<file path="config.mk">
export PLATFORM = sky130hd
export DESIGN_NAME = uart_rx_top
export DESIGN_NICKNAME = d
export VERILOG_FILES = /design/src/design/uart_rx_pkg.sv /design/src/design/uart_rx_top.sv /design/src/design/uart_rx_handoff.sv /design/src/design/uart_rx_control.sv /design/src/design/uart_rx_datapath.sv /design/src/design/uart_rx_sync.sv
export SDC_FILE = /design/constraint.sdc
export NUM_CORES = 1
export LEC_CHECK = 0
export BUFFER_PORTS_ARGS = -buffer_cell sky130_fd_sc_hd__buf_4
export CAP_MARGIN = 0
export CELL_PAD_IN_SITES_DETAIL_PLACEMENT = 2
export CELL_PAD_IN_SITES_GLOBAL_PLACEMENT = 2
export CORE_MARGIN = 8
export CORE_UTILIZATION = 30
export DETAILED_ROUTE_END_ITERATION = 16
export PLACE_DENSITY = 0.68
export SKIP_CTS_REPAIR_TIMING = 1
export SLEW_MARGIN = 20
export SYNTH_ARGS = -nofsm -noshare
export SYNTH_HDL_FRONTEND = slang
export SYNTH_SLANG_ARGS = --single-unit
</file>
<file path="constraint.sdc">
create_clock -name clk -period 3.75 [get_ports clk]
set_input_delay 0.375 -clock clk [delete_from_list [all_inputs] [get_ports clk]]
set_output_delay 0.375 -clock clk [all_outputs]
set_load 0.1 [all_outputs]
</file>
<file path="src/design/uart_rx_pkg.sv">
package uart_rx_pkg;

    ////////////////////////////////////////////////////////////////////////////
    // Bit timing
    ////////////////////////////////////////////////////////////////////////////

    localparam int BAUD_W = 11;                                  // Baud counter width.

    localparam logic [BAUD_W-1:0] BIT_TICKS          = 11'd868;  // One bit period.
    localparam logic [BAUD_W-1:0] FIRST_SAMPLE_TICKS = 11'd1302; // Edge to mid of bit 0.

    localparam logic [3:0] DATA_BITS = 4'd8;

    ////////////////////////////////////////////////////////////////////////////
    // Counter select codes
    ////////////////////////////////////////////////////////////////////////////

    // Code 2'b11 decodes as a count as well.
    typedef enum logic [1:0] {
        OP_CLEAR = 2'b00,
        OP_HOLD  = 2'b01,
        OP_COUNT = 2'b10
    } counter_op_t;

    ////////////////////////////////////////////////////////////////////////////
    // Block to block bundles
    ////////////////////////////////////////////////////////////////////////////

    typedef struct packed {
        counter_op_t baud_op;
        counter_op_t bit_op;
        logic        shift;        // Load one bit into the shifter.
        logic        first_sample; // Compare against 1.5 bits.
    } rx_ctrl_t;

    typedef struct packed {
        logic baud_match;
        logic bits_done;
    } rx_status_t;

    typedef struct packed {
        logic done;                // Single cycle.
        logic stop_error;
    } rx_result_t;

    typedef struct packed {
        logic [7:0] data;
        logic       frame_error;
        logic       overrun;       // Frames lost before this one.
    } rx_frame_t;

endpackage
</file>
<file path="src/design/uart_rx_top.sv">
module uart_rx_top (
    input  logic                   clk,
    input  logic                   reset_b,
    input  logic                   rx,
    output uart_rx_pkg::rx_frame_t frame,
    output logic                   req,
    input  logic                   ack
);

    logic                    rx_sync;
    logic                    start_edge;
    logic [7:0]              data;
    uart_rx_pkg::rx_ctrl_t   ctrl;
    uart_rx_pkg::rx_status_t status;
    uart_rx_pkg::rx_result_t result;

    uart_rx_sync u_sync (
        .clk        (clk),
        .reset_b    (reset_b),
        .rx         (rx),
        .rx_sync    (rx_sync),
        .start_edge (start_edge)
    );

    uart_rx_datapath u_datapath (
        .clk     (clk),
        .reset_b (reset_b),
        .rx_sync (rx_sync),
        .ctrl    (ctrl),
        .status  (status),
        .data    (data)
    );

    uart_rx_control u_control (
        .clk        (clk),
        .reset_b    (reset_b),
        .start_edge (start_edge),
        .rx_sync    (rx_sync),
        .status     (status),
        .ctrl       (ctrl),
        .result     (result)
    );

    uart_rx_handoff u_handoff (
        .clk     (clk),
        .reset_b (reset_b),
        .data    (data),
        .result  (result),
        .frame   (frame),
        .req     (req),
        .ack     (ack)
    );

endmodule

</file>
<file path="src/design/uart_rx_handoff.sv">
module uart_rx_handoff (
    input  logic                    clk,
    input  logic                    reset_b,
    input  logic [7:0]              data,
    input  uart_rx_pkg::rx_result_t result,
    output uart_rx_pkg::rx_frame_t  frame,
    output logic                    req,
    input  logic                    ack
);

    logic overrun_pend;
    logic out_free;
    logic accept;

    // Both handshake lines must be low before a new frame goes out.
    assign out_free = ~req & ~ack;
    assign accept   = result.done & out_free;

    ////////////////////////////////////////////////////////////////////////////
    // Handshake and overrun tracking
    ////////////////////////////////////////////////////////////////////////////

    always_ff @(posedge clk or negedge reset_b)
    begin
        if (!reset_b)
        begin
            req          <= 1'b0;
            overrun_pend <= 1'b0;
        end
        else
        begin
            if (accept)
            begin
                req          <= 1'b1;
                overrun_pend <= 1'b0;     // Reported with this frame.
            end
            else if (req && ack)
            begin
                req <= 1'b0;
            end

            if (result.done && !out_free)
            begin
                overrun_pend <= 1'b1;     // Frame dropped.
            end
        end
    end

    ////////////////////////////////////////////////////////////////////////////
    // Frame register
    ////////////////////////////////////////////////////////////////////////////

    // Loaded only when req is low, so it stays put while req is high.
    always_ff @(posedge clk)
    begin
        if (accept)
        begin
            frame.data        <= data;
            frame.frame_error <= result.stop_error;
            frame.overrun     <= overrun_pend;
        end
    end

endmodule

</file>
<file path="src/design/uart_rx_control.sv">
module uart_rx_control (
    input  logic                    clk,
    input  logic                    reset_b,
    input  logic                    start_edge,
    input  logic                    rx_sync,
    input  uart_rx_pkg::rx_status_t status,
    output uart_rx_pkg::rx_ctrl_t   ctrl,
    output uart_rx_pkg::rx_result_t result
);

    typedef enum logic [1:0] {
        IDLE,
        FIRST,
        DATA,
        STOP
    } state_t;

    state_t state;
    state_t state_next;

    always_ff @(posedge clk or negedge reset_b)
    begin
        if (!reset_b)
        begin
            state <= IDLE;
        end
        else
        begin
            state <= state_next;
        end
    end

    ////////////////////////////////////////////////////////////////////////////
    // Next state and select codes
    ////////////////////////////////////////////////////////////////////////////

    always_comb
    begin
        state_next        = state;
        ctrl.baud_op      = uart_rx_pkg::OP_CLEAR;
        ctrl.bit_op       = uart_rx_pkg::OP_CLEAR;
        ctrl.shift        = 1'b0;
        ctrl.first_sample = 1'b0;
        result.done       = 1'b0;
        result.stop_error = 1'b0;

        case (state)
            IDLE:
            begin
                if (start_edge)
                begin
                    state_next = FIRST;
                end
            end

            FIRST:
            begin
                ctrl.first_sample = 1'b1;      // Wait 1.5 bits to mid of bit 0.
                ctrl.bit_op       = uart_rx_pkg::OP_HOLD;
                ctrl.baud_op      = uart_rx_pkg::OP_COUNT;
                if (status.baud_match)
                begin
                    ctrl.baud_op = uart_rx_pkg::OP_CLEAR;
                    ctrl.bit_op  = uart_rx_pkg::OP_COUNT;
                    ctrl.shift   = 1'b1;
                    state_next   = DATA;
                end
            end

            DATA:
            begin
                ctrl.bit_op  = uart_rx_pkg::OP_HOLD;
                ctrl.baud_op = uart_rx_pkg::OP_COUNT;
                if (status.bits_done)
                begin
                    state_next = STOP;         // Baud counter runs on into the stop bit.
                end
                else if (status.baud_match)
                begin
                    ctrl.baud_op = uart_rx_pkg::OP_CLEAR;
                    ctrl.bit_op  = uart_rx_pkg::OP_COUNT;
                    ctrl.shift   = 1'b1;
                end
            end

            STOP:
            begin
                ctrl.bit_op  = uart_rx_pkg::OP_HOLD;
                ctrl.baud_op = uart_rx_pkg::OP_COUNT;
                if (status.baud_match)
                begin
                    result.done       = 1'b1;
                    result.stop_error = ~rx_sync;  // Stop bit must be high.
                    state_next        = IDLE;
                end
            end

            default:
            begin
                state_next = IDLE;
            end
        endcase
    end

endmodule

</file>
<file path="src/design/uart_rx_datapath.sv">
module uart_rx_datapath (
    input  logic                   clk,
    input  logic                   reset_b,
    input  logic                   rx_sync,
    input  uart_rx_pkg::rx_ctrl_t  ctrl,
    output uart_rx_pkg::rx_status_t status,
    output logic [7:0]             data
);

    logic [uart_rx_pkg::BAUD_W-1:0] baud_cnt;
    logic [uart_rx_pkg::BAUD_W-1:0] baud_limit;
    logic [3:0]                     bit_cnt;

    ////////////////////////////////////////////////////////////////////////////
    // Baud counter
    ////////////////////////////////////////////////////////////////////////////

    always_ff @(posedge clk or negedge reset_b)
    begin
        if (!reset_b)
        begin
            baud_cnt <= '0;
        end
        else
        begin
            case (ctrl.baud_op)
                uart_rx_pkg::OP_CLEAR:
                    baud_cnt <= '0;
                uart_rx_pkg::OP_HOLD:
                    baud_cnt <= baud_cnt;
                default:
                    baud_cnt <= baud_cnt + 1'b1;   // OP_COUNT and the spare code.
            endcase
        end
    end

    assign baud_limit = ctrl.first_sample ? uart_rx_pkg::FIRST_SAMPLE_TICKS
                                          : uart_rx_pkg::BIT_TICKS;

    assign status.baud_match = (baud_cnt == baud_limit);

    ////////////////////////////////////////////////////////////////////////////
    // Bit counter
    ////////////////////////////////////////////////////////////////////////////

    always_ff @(posedge clk or negedge reset_b)
    begin
        if (!reset_b)
        begin
            bit_cnt <= '0;
        end
        else
        begin
            case (ctrl.bit_op)
                uart_rx_pkg::OP_CLEAR:
                    bit_cnt <= '0;
                uart_rx_pkg::OP_HOLD:
                    bit_cnt <= bit_cnt;
                default:
                    bit_cnt <= bit_cnt + 1'b1;
            endcase
        end
    end

    assign status.bits_done = (bit_cnt == uart_rx_pkg::DATA_BITS);

    ////////////////////////////////////////////////////////////////////////////
    // Shift register
    ////////////////////////////////////////////////////////////////////////////

    // New bit enters at the top, first bit lands in bit 0.
    always_ff @(posedge clk)
    begin
        if (ctrl.shift)
        begin
            data <= {rx_sync, data[7:1]};
        end
    end

endmodule

</file>
<file path="src/design/uart_rx_sync.sv">
module uart_rx_sync (
    input  logic clk,
    input  logic reset_b,
    input  logic rx,
    output logic rx_sync,
    output logic start_edge
);

    logic rx_meta;
    logic rx_prev;

    // Line idles high, so the flops reset to one.
    always_ff @(posedge clk or negedge reset_b)
    begin
        if (!reset_b)
        begin
            rx_meta <= 1'b1;
            rx_sync <= 1'b1;
            rx_prev <= 1'b1;
        end
        else
        begin
            rx_meta <= rx;
            rx_sync <= rx_meta;
            rx_prev <= rx_sync;      // Edge detect stage.
        end
    end

    // High for one cycle on the falling edge.
    assign start_edge = rx_prev & ~rx_sync;

endmodule

</file>
**Word level (Yosys, flattened, before mapping)**

Index checks and enable logic that the tools add are counted.

- $add $sub $neg: 2
- Eq/ne operators: 11
- Muxes and demuxes: 19
- Bitwise operators: 6
- Reductions and logical operators: 10

Operators by type and width:

| kind | number |
|---|---|
| $pmux 11 s2 | 1 |
| $mux 2 | 6 |
| $pmux 4 s3 | 1 |
| $add 11x1->11 const B | 1 |
| $eq 11x11->1 | 1 |
| $mux 11 | 1 |
| $mux 5 | 2 |
| $ne 2x2->1 const B | 4 |
| $pmux 2 s4 | 1 |
| $pmux 4 s2 | 1 |
| $eq 2x1->1 const B | 3 |
| $logic_not 2->1 | 3 |
| $mux 1 | 5 |
| $add 4x1->4 const B | 1 |
| $eq 2x2->1 const B | 2 |
| $eq 4x4->1 const B | 1 |
| $reduce_and 4->1 | 1 |
| $reduce_bool 2->1 | 2 |
| $and 1x1->1 | 3 |
| $not 1->1 | 3 |
| $logic_and 1x1->1 | 2 |
| $pmux 1 s2 | 1 |
| $reduce_and 2->1 | 1 |
| $logic_not 1->1 | 1 |

- Bits in registers: 40
- Input port bits: 4
- Output and inout port bits: 11
- Logic and storage cells: 60

**Logic depth before layout (Yosys ltp)**

Gate-level depths: netlist of the first run.

- Depth after elaboration: 9
- Mapped depth: 9

**Hierarchy**

From an unflattened synthesis of the first run, not the netlist that was laid out.

- Cell total of the unflattened synthesis: 139
- Area total of the unflattened synthesis: 1783.0 um^2

By module, submodules not included:

| module | instances | cells an instance | area an instance (um^2) | seq. area each (um^2) |
|---|---|---|---|---|
| uart_rx_datapath | 1 | 85 | 1047.3 | 615.6 |
| uart_rx_handoff | 1 | 17 | 377.9 | 350.3 |
| uart_rx_control | 1 | 33 | 265.3 | 50.0 |
| uart_rx_sync | 1 | 4 | 92.6 | 78.8 |

**Worst setup path before layout of the first run**

No wires, ideal clock.

- Path type: register -> register
- Start point: register u_control.state[1]
- End point: register, netlist name u_handoff.frame[0]
- Setup time: 392 ps
- Data arrival time: 2257 ps
- Data required time: 3358 ps
- Setup slack: 1101 ps
- Cell stages (with the launch flop): 7
- Buffers on the path: 0
- Cell sequence: dfrtp_1 -> inv_1 -> ha_1 -> or4_4 -> a21oi_1 -> nand2_1 -> nor3_1

- Cells in the longest elaborated chain, start to end: 7
- Elaborated cells on any way between the ends: 8

Ends and longest elaborated chain:

| what | RTL line | RTL |
|---|---|---|
| from (decl) | uart_rx_control.sv:18 | `state_t state;` |
| from (signal assigned) | uart_rx_control.sv:29 | `state <= state_next;` |
| $eq 2x1->1 | uart_rx_control.sv:47 | `case (state)` |
| $mux 1 | uart_rx_control.sv:47 |  |
| $mux 11 | uart_rx_datapath.sv:37 | `assign baud_limit = ctrl.first_sample ? uart_rx_pkg::FIRST_SAMPLE_TICKS` |
| $eq 11x11->1 | uart_rx_datapath.sv:40 | `assign status.baud_match = (baud_cnt == baud_limit);` |
| $mux 2 | uart_rx_control.sv:90 | `if (status.baud_match)` |
| $mux 2 * | uart_rx_control.sv:47 |  |
| $and 1x1->1 * | uart_rx_handoff.sv:17 | `assign accept = result.done & out_free;` |
| named net u_handoff.accept | uart_rx_handoff.sv:13 | `logic accept;` |

Mark *: on every way through the listed nets, which the timed path passes. The rest lies on a longest branch.
A chain may end at the register's enable or synchronous reset.

**Final worst setup path of the first run**

- Start point: register u_control.state[1]
- End point: register u_datapath.bit_cnt[2]

- Cells in the longest elaborated chain, start to end: 9
- Elaborated cells on any way between the ends: 12

Ends and longest elaborated chain:

| what | RTL line | RTL |
|---|---|---|
| $eq 2x1->1 | uart_rx_control.sv:47 |  |
| $mux 1 | uart_rx_control.sv:47 |  |
| $mux 11 | uart_rx_datapath.sv:37 |  |
| $eq 11x11->1 | uart_rx_datapath.sv:40 |  |
| $mux 5 | uart_rx_control.sv:61, uart_rx_control.sv:78 |  |
| $mux 5 | uart_rx_control.sv:74 | `if (status.bits_done)` |
| $pmux 4 s3 * | uart_rx_control.sv:47 |  |
| $eq 2x1->1 / $logic_not 2->1 (equally long branches) | uart_rx_datapath.sv:54 | `case (ctrl.bit_op)` |
| $pmux 4 s2 | uart_rx_datapath.sv:54 |  |
| to (signal assigned) | uart_rx_datapath.sv:58 | `bit_cnt <= bit_cnt;` |
| to (signal assigned) | uart_rx_datapath.sv:60 | `bit_cnt <= bit_cnt + 1'b1;` |
| to (decl) | uart_rx_datapath.sv:12 | `logic [3:0] bit_cnt;` |

Every way passes the cells marked *; elsewhere a longest branch is shown, timed or not.

==> results of run 1 <==
## layer usage
metal | vias to the layer above | GRT usage
met5 | - | 0
met4 | 0 | 0.0368
met3 | 4 | 0.0263
met2 | 17 | 0.163
met1 | 548 | 0.108
li1 | 507 | -
## power by group through the flow
stage | registers, mW | clock network (mW) | logic [mW]
6_report | 0.542 | 0.346 | 0.298
3_5_place_dp | 0.551 | 0 | 0.300
5_1_grt | 0.550 | 0.374 | 0.340
4_1_cts | 0.543 | 0.361 | 0.304
2_1_floorplan | 0.536 | 0 | 0.228
3_3_place_gp | 0.545 | 0 | 0.274
## worst paths after layout
path / startpoint / endpoint / slack, ps
setup / recovery: u_control.state[1] / u_datapath.bit_cnt[2] / 1130
hold / removal: rx / u_sync.rx_meta / 190
setup reg to reg: u_control.state[1] / u_datapath.bit_cnt[2] / 1130
hold reg to reg: u_sync.rx_meta / u_sync.rx_sync / 360
max in group asynchronous: reset_b / u_sync.rx_prev / 2930
min in group asynchronous: reset_b / u_datapath.baud_cnt[7] / 520
## cells in the final DEF (no fill, tap or decap), types with 3 or more instances in the layout
master / synthesis / layout
sky130_fd_sc_hd__dfstp_2: 3 / 3
sky130_fd_sc_hd__xnor2_1: 4 / 4
sky130_fd_sc_hd__edfxtp_1: 18 / 18
sky130_fd_sc_hd__ha_1: 7 / 7
sky130_fd_sc_hd__dfrtp_1: 19 / 19
sky130_fd_sc_hd__buf_4: 0 / 15
sky130_fd_sc_hd__and3_1: 3 / 3
sky130_fd_sc_hd__clkbuf_8: 0 / 5
sky130_fd_sc_hd__inv_1: 9 / 9
sky130_fd_sc_hd__xor2_1: 5 / 5
sky130_fd_sc_hd__a21oi_1: 5 / 5
sky130_fd_sc_hd__nand3_1: 7 / 7
sky130_fd_sc_hd__o21ai_0: 5 / 5
sky130_fd_sc_hd__nor2_1: 21 / 21
sky130_fd_sc_hd__nand2_1: 5 / 5
sky130_fd_sc_hd__nand2b_1: 3 / 3
## critical path: stages, from the launching register on
cell                       delay [ps]
sky130_fd_sc_hd__dfrtp_1          400
sky130_fd_sc_hd__inv_1             90
sky130_fd_sc_hd__ha_1             230
sky130_fd_sc_hd__or4_4            560
sky130_fd_sc_hd__a211o_1          310
sky130_fd_sc_hd__a221o_1          360
sky130_fd_sc_hd__a21boi_1         210
sky130_fd_sc_hd__mux2_2           350
## per-stage QoR
step | cells | setup slack [ps] | power, mW | area (sq um) | hold WS, ps
final | 230 | 1130 | 1.19 | 2010 | 191
after global routing | 230 | 1030 | 1.26 | 2010 | 176
after floorplan | 136 | 1100 | 0.764 | 1690 | 79.4
after detailed placement | 221 | 1150 | 0.851 | 1890 | 294
after global placement | 221 | 1270 | 0.818 | 1890 | 285
after CTS | 229 | 1110 | 1.21 | 2000 | -26.4
## state kept, by name (all words and copies together) (netlist names)
name and cells:
u_datapath.baud_cnt 11, u_datapath.data 8, u_datapath.bit_cnt 4, u_sync.rx_meta 1, u_handoff.overrun_pend 1, u_control.state 2
u_handoff.frame 10, u_sync.rx_prev 1, u_sync.rx_sync 1, u_handoff.req 1
## layout make-up
cell class              count  area share
multi-input cells          85       0.277
repair buffers             16      0.0611
clock buffers               5      0.0343
well taps                  72      0.0449
clock inverters             3      0.0212
flip-flops and latches     40       0.545
inverters                   9      0.0168
## logic make-up after synthesis
| group | Yosys count | share of synthesized area |
|---|---|---|
| AND/OR/NAND/NOR | 52 | 0.158 |
| flip-flops | 40 | 0.647 |
| AO/OA/AOI/OAI | 14 | 0.0495 |
| buffers and inverters | 11 | 0.0251 |
| XOR/XNOR | 9 | 0.0466 |
| adder cells (fa/ha/maj) | 7 | 0.0517 |
| multiplexers | 3 | 0.0222 |
==> impl_metrics.sql, run 1 <==
INSERT INTO impl_metrics (metric_group, metric, value, unit) VALUES
('synthesis', 'synth_cell_types', '31', ''),
('critical_path', 'crit_fanout', '5', ''),
('sta', 'setup-violations-final', '0', ''),
('layout', 'drive_above_1_share', '0.196', ''),
('clocking', 'cts.sink_count', '40', ''),
('min_path', 'whs_path_depth', '1', ''),
('sta', 'worst_tran_pin_value', '663', 'ps'),
('detailed_routing', 'detailed_route_iter0_violations', '35', ''),
('critical_path', 'cp.required', '3930', 'ps'),
('synthesis', 'synth-edff-count', '18', ''),
('power_and_ir_drop', 'leakage', '0.823', 'nW'),
('run', 'max_cap_viol_count', '0', ''),
('synthesis', 'portion_of_synthesized_cell_area_occupied_by_the_leading_cell_type', '0.319', ''),
('detailed_routing', 'post-route-drc-count', '0', ''),
('critical_path', 'setup.worst_path.class', 'register to register', ''),
('placement', 'io_buffers', '14', ''),
('synthesis', 'yosysMostFrequentCell', 'sky130_fd_sc_hd__nor2_1', ''),
('placement', 'place_hpwl', '2.72', 'mm'),
('power_and_ir_drop', 'power_switching_share', '0.314', ''),
('clocking', 'clock_path_buffers', '2', ''),
('floorplanning', 'core-area', '0.00547', 'sq mm'),
('detailed_routing', 'met3_length', '126', 'microns'),
('clocking', 'cts_buffers', '5', ''),
('layout', 'sequential_cell_area', '0.00109', 'sq mm'),
('detailed_routing', 'drt-total-wl', '3.67', 'mm'),
('sta', 'final.period_utilization', '0.700', ''),
('layout', 'fillers', '582', ''),
('detailed_routing', 'avg_vias_per_cell', '4.68', ''),
('global_route', 'grt_start_max_net_pins', '23', ''),
('synthesis', 'yosysTopAreaCell', 'sky130_fd_sc_hd__edfxtp_1', ''),
('power_and_ir_drop', 'vdd_drop_max', '0.283', 'mV'),
('sta', 'finalHoldViolations', '0', ''),
('power_and_ir_drop', 'total_switching_power', '0.373', 'mW'),
('placement', 'finalWeightedCongestion', '0.806', ''),
('critical_path', 'timing.critical_path.arrival', '2800', 'ps'),
('min_path', 'hold_class', 'input port to register', ''),
('synthesis', 'avgSynthCellArea', '12.4', 'sq um'),
('global_route', 'global_route.usage.total', '0.0946', ''),
('power_and_ir_drop', 'cellPowerDensity', '591', 'mW/mm^2'),
('power_and_ir_drop', 'clkPwrFrac', '0.292', ''),
('power_and_ir_drop', 'intPower', '0.813', 'mW'),
('synthesis', 'synth_area_leaders', 'sky130_fd_sc_hd__edfxtp_1, sky130_fd_sc_hd__dfrtp_1, sky130_fd_sc_hd__ha_1', ''),
('layout', 'num_antenna_cells', '0', ''),
('layout', 'finalCoreUtilization', '0.367', ''),
('floorplanning', 'fp-row-count', '27', ''),
('global_route', 'grt_first_pass_wirelength', '6.30', 'mm'),
('synthesis', 'yosysWarningCount', '0', ''),
('critical_path', 'rr_worst_depth', '7', ''),
('sta', 'max_slew_margin', '0.556', ''),
('synthesis', 'postSynthRegisterBits', '40', ''),
('clocking', 'insertion_delay', '290', 'ps'),
('sta', 'fmax', '0.381', 'GHz'),
('detailed_routing', 'remaining_antenna_violation_count_after_routing', '0', ''),
('clocking', 'clockRootBuffer', 'sky130_fd_sc_hd__clkbuf_8', ''),
('detailed_routing', 'wire_per_inst', '15.9', 'microns'),
('synthesis', 'register_area_share_after_synthesis', '0.647', ''),
('global_route', 'overflow', '0', ''),
('clocking', 'clk_pin_slew_worst_paths', '80', 'ps'),
('synthesis', 'synth_common_cells', 'sky130_fd_sc_hd__nor2_1, sky130_fd_sc_hd__dfrtp_1, sky130_fd_sc_hd__edfxtp_1', ''),
('global_route', 'antenna_found_initial', '0', ''),
('layout', 'layout.nets', '168', ''),
('status', 'outcome', 'complete, no violations', ''),
('floorplanning', 'die_h', '91.1', 'microns'),
('sta', 'grt_setup_unrepaired', 'no', ''),
('floorplanning', 'starting_density_of_the_core', '0.309', ''),
('detailed_routing', 'met1_length', '1.59', 'mm'),
('sta', 'timing.final.crit_period', '2620', 'ps'),
('sta', 'timing.final.max_slew_violations', '0', ''),
('clocking', 'tritoncts', 'built', ''),
('power_and_ir_drop', 'seq_power_share', '0.457', ''),
('synthesis', 'synth_fp_nets', '147', '');
Power figures use the tool's default switching activity.
==> inputs of run 2 (changes only) <==
==> constraint.sdc (replaced) <==
create_clock -name clk -period 2.56 [get_ports clk]
set_input_delay 0.256 -clock clk [delete_from_list [all_inputs] [get_ports clk]]
set_output_delay 0.256 -clock clk [all_outputs]
set_load 0.1 [all_outputs]
==> impl_metrics.sql, run 2 (same netlist as run 1, synthesis figures left out) <==
INSERT INTO impl_metrics (metric_group, metric, value, unit) VALUES
('sta', 'setup-violations-final', '0', ''),
('detailed_routing', 'firstDrtPassIters', '2', ''),
('floorplanning', 'floorplan.die_area', '0.00830', 'sq mm'),
('clocking', 'clock_tree.htree_level_count', '2', ''),
('critical_path', 'critPathLaunchType', 'register', ''),
('status', 'outcome', 'complete, no violations', ''),
('placement', 'finalWeightedCongestion', '0.789', ''),
('sta', 'final_sum_of_negative_setup_slack', '0', 'ps'),
('floorplanning', 'design.portCount', '15', ''),
('layout', 'layout_overhead_on_the_synthesized_area', '22.9', '%'),
('sta', 'worst_tran_pin_value', '367', 'ps'),
('floorplanning', 'core-area', '0.00547', 'sq mm'),
('placement', 'placement.cell_area', '0.00193', 'sq mm'),
('detailed_routing', 'wire_per_inst', '16.2', 'microns'),
('critical_path', 'timing.critical_path.arrival', '2650', 'ps'),
('floorplanning', 'die_h', '91.1', 'microns'),
('layout', 'final_design_area_no_fill', '0.00208', 'sq mm'),
('detailed_routing', 'post-route-drc-count', '0', ''),
('detailed_routing', 'drt-total-wl', '3.80', 'mm'),
('layout', 'fin_cells', '235', ''),
('sta', 'max_slew_margin', '0.755', ''),
('layout', 'layout.nets', '173', ''),
('clocking', 'clk_pin_slew_worst_paths', '70', 'ps'),
('clocking', 'clockRootBuffer', 'sky130_fd_sc_hd__clkbuf_8', ''),
('floorplanning', 'fp-row-count', '27', ''),
('sta', 'fmax', '0.403', 'GHz'),
('clocking', 'cts_buffers', '5', ''),
('global_route', 'number_of_global_route_vias_before_repair', '1239', ''),
('global_route', 'antenna_found_initial', '0', ''),
('min_path', 'hold_class', 'input port to register', ''),
('placement', 'io_buffers', '14', ''),
('clocking', 'clock_path_buffers', '2', ''),
('floorplanning', 'starting_density_of_the_core', '0.309', ''),
('layout', 'layout.cells.most_common_list', 'sky130_fd_sc_hd__nor2_1, sky130_fd_sc_hd__buf_4, sky130_fd_sc_hd__dfrtp_1, sky130_fd_sc_hd__edfxtp_1, sky130_fd_sc_hd__inv_1', ''),
('power_and_ir_drop', 'vdd_drop_max', '0.378', 'mV'),
('floorplanning', 'die_width', '91.1', 'microns'),
('clocking', 'tritoncts', 'built', ''),
('global_route', 'grt_first_pass_wirelength', '6.31', 'mm'),
('layout', 'layout_top_registers', 'u_datapath.baud_cnt (11), u_handoff.frame (10), u_datapath.data (8)', ''),
('placement', 'place_hpwl', '2.85', 'mm'),
('detailed_routing', 'vias', '1079', ''),
('critical_path', 'setup.worst_path.end_class', 'register', ''),
('critical_path', 'cp.required', '2740', 'ps'),
('sta', 'hold_ws', '70.6', 'ps'),
('global_route', 'overflow', '0', ''),
('placement', 'place_inst', '225', ''),
('run', 'max_cap_viol_count', '0', ''),
('sta', 'timing.final.max_slew_violations', '0', ''),
('layout', 'layout_commonest_cell', 'sky130_fd_sc_hd__nor2_1', ''),
('detailed_routing', 'avg_vias_per_cell', '4.59', ''),
('layout', 'drive_above_1_share', '0.258', ''),
('power_and_ir_drop', 'cellPowerDensity', '885', 'mW/mm^2'),
('detailed_routing', 'detailed_route_iter0_violations', '16', ''),
('clocking', 'cts.sink_count', '40', ''),
('sta', 'timing.final.crit_period', '2480', 'ps'),
('critical_path', 'setup.worst_path.class', 'register to register', ''),
('global_route', 'grt_start_max_net_pins', '23', ''),
('layout', 'num_antenna_cells', '0', ''),
('sta', 'fin_skew', '2.06', 'ps'),
('sta', 'finalHoldViolations', '0', ''),
('layout', 'largest_reg_flops', '11', ''),
('global_route', 'global_route.usage.total', '0.0960', ''),
('clocking', 'insertion_delay', '290', 'ps'),
('detailed_routing', 'remaining_antenna_violation_count_after_routing', '0', ''),
('power_and_ir_drop', 'leakage', '0.855', 'nW'),
('layout', 'regMostFlops', 'u_datapath.baud_cnt', ''),
('critical_path', 'crit_fanout', '5', ''),
('sta', 'final.period_utilization', '0.968', '');
-- run 2: per-stage QoR --
step	util	setup slack, ps	total power, mW
2_1_floorplan	-	142	1.12
3_3_place_gp	0.353	106	1.28
5_1_grt	0.380	-0.729	1.97
3_5_place_dp	0.353	-57.7	1.33
6_report	0.380	81.0	1.84
4_1_cts	0.373	-53.4	1.85
-- run 2: power breakdown --
group	switching, mW	total [mW]	leakage [nW]	internal (mW)
Clock	0.215	0.504	0.0552	0.289
Sequential	0.0672	0.796	0.446	0.728
Combinational	0.291	0.542	0.354	0.252
Total	0.573	1.84	0.855	1.27
-- run 2: final timing paths --
path / from / endpoint / slack, ps / cells past startpoint
worst max-delay path: u_datapath.baud_cnt[10] / u_datapath.bit_cnt[3] / 80 / 6
worst min-delay path: rx / u_sync.rx_meta / 70 / 1
worst max register to register: u_datapath.baud_cnt[10] / u_datapath.bit_cnt[3] / 80 / 6
worst min register to register: u_sync.rx_meta / u_sync.rx_sync / 360 / 0
max in group asynchronous: reset_b / u_sync.rx_meta / 1870 / 2
min in group asynchronous: reset_b / u_datapath.baud_cnt[3] / 400 / 2
-- run 2: layout make-up --
class / instances / area, sq um
clock inverters: 2 / 35.0
clock buffers: 6 / 72.6
repair buffers: 21 / 173
fillers: 596 / 3390
inverters: 9 / 33.8
flip-flops and latches: 40 / 1100
well taps: 72 / 90.1
multi-input cells: 85 / 581
-- run 2: worst max-delay path: stages, from the launching register on --
cell                       delay (ps)
sky130_fd_sc_hd__dfrtp_1          410
sky130_fd_sc_hd__nand4b_1         200
sky130_fd_sc_hd__or4_4            560
sky130_fd_sc_hd__a211o_1          270
sky130_fd_sc_hd__a221o_1          420
sky130_fd_sc_hd__a21oi_2          200
sky130_fd_sc_hd__mux2_4           310
-- run 2: layer usage --
metal  vias up  routed length, microns  GRT usage
li1        514                       -          -
met1       541                    1590      0.105
met2        19                    2020      0.168
met3         5                     148     0.0346
met4         0                      39     0.0341
met5         -                       0          0
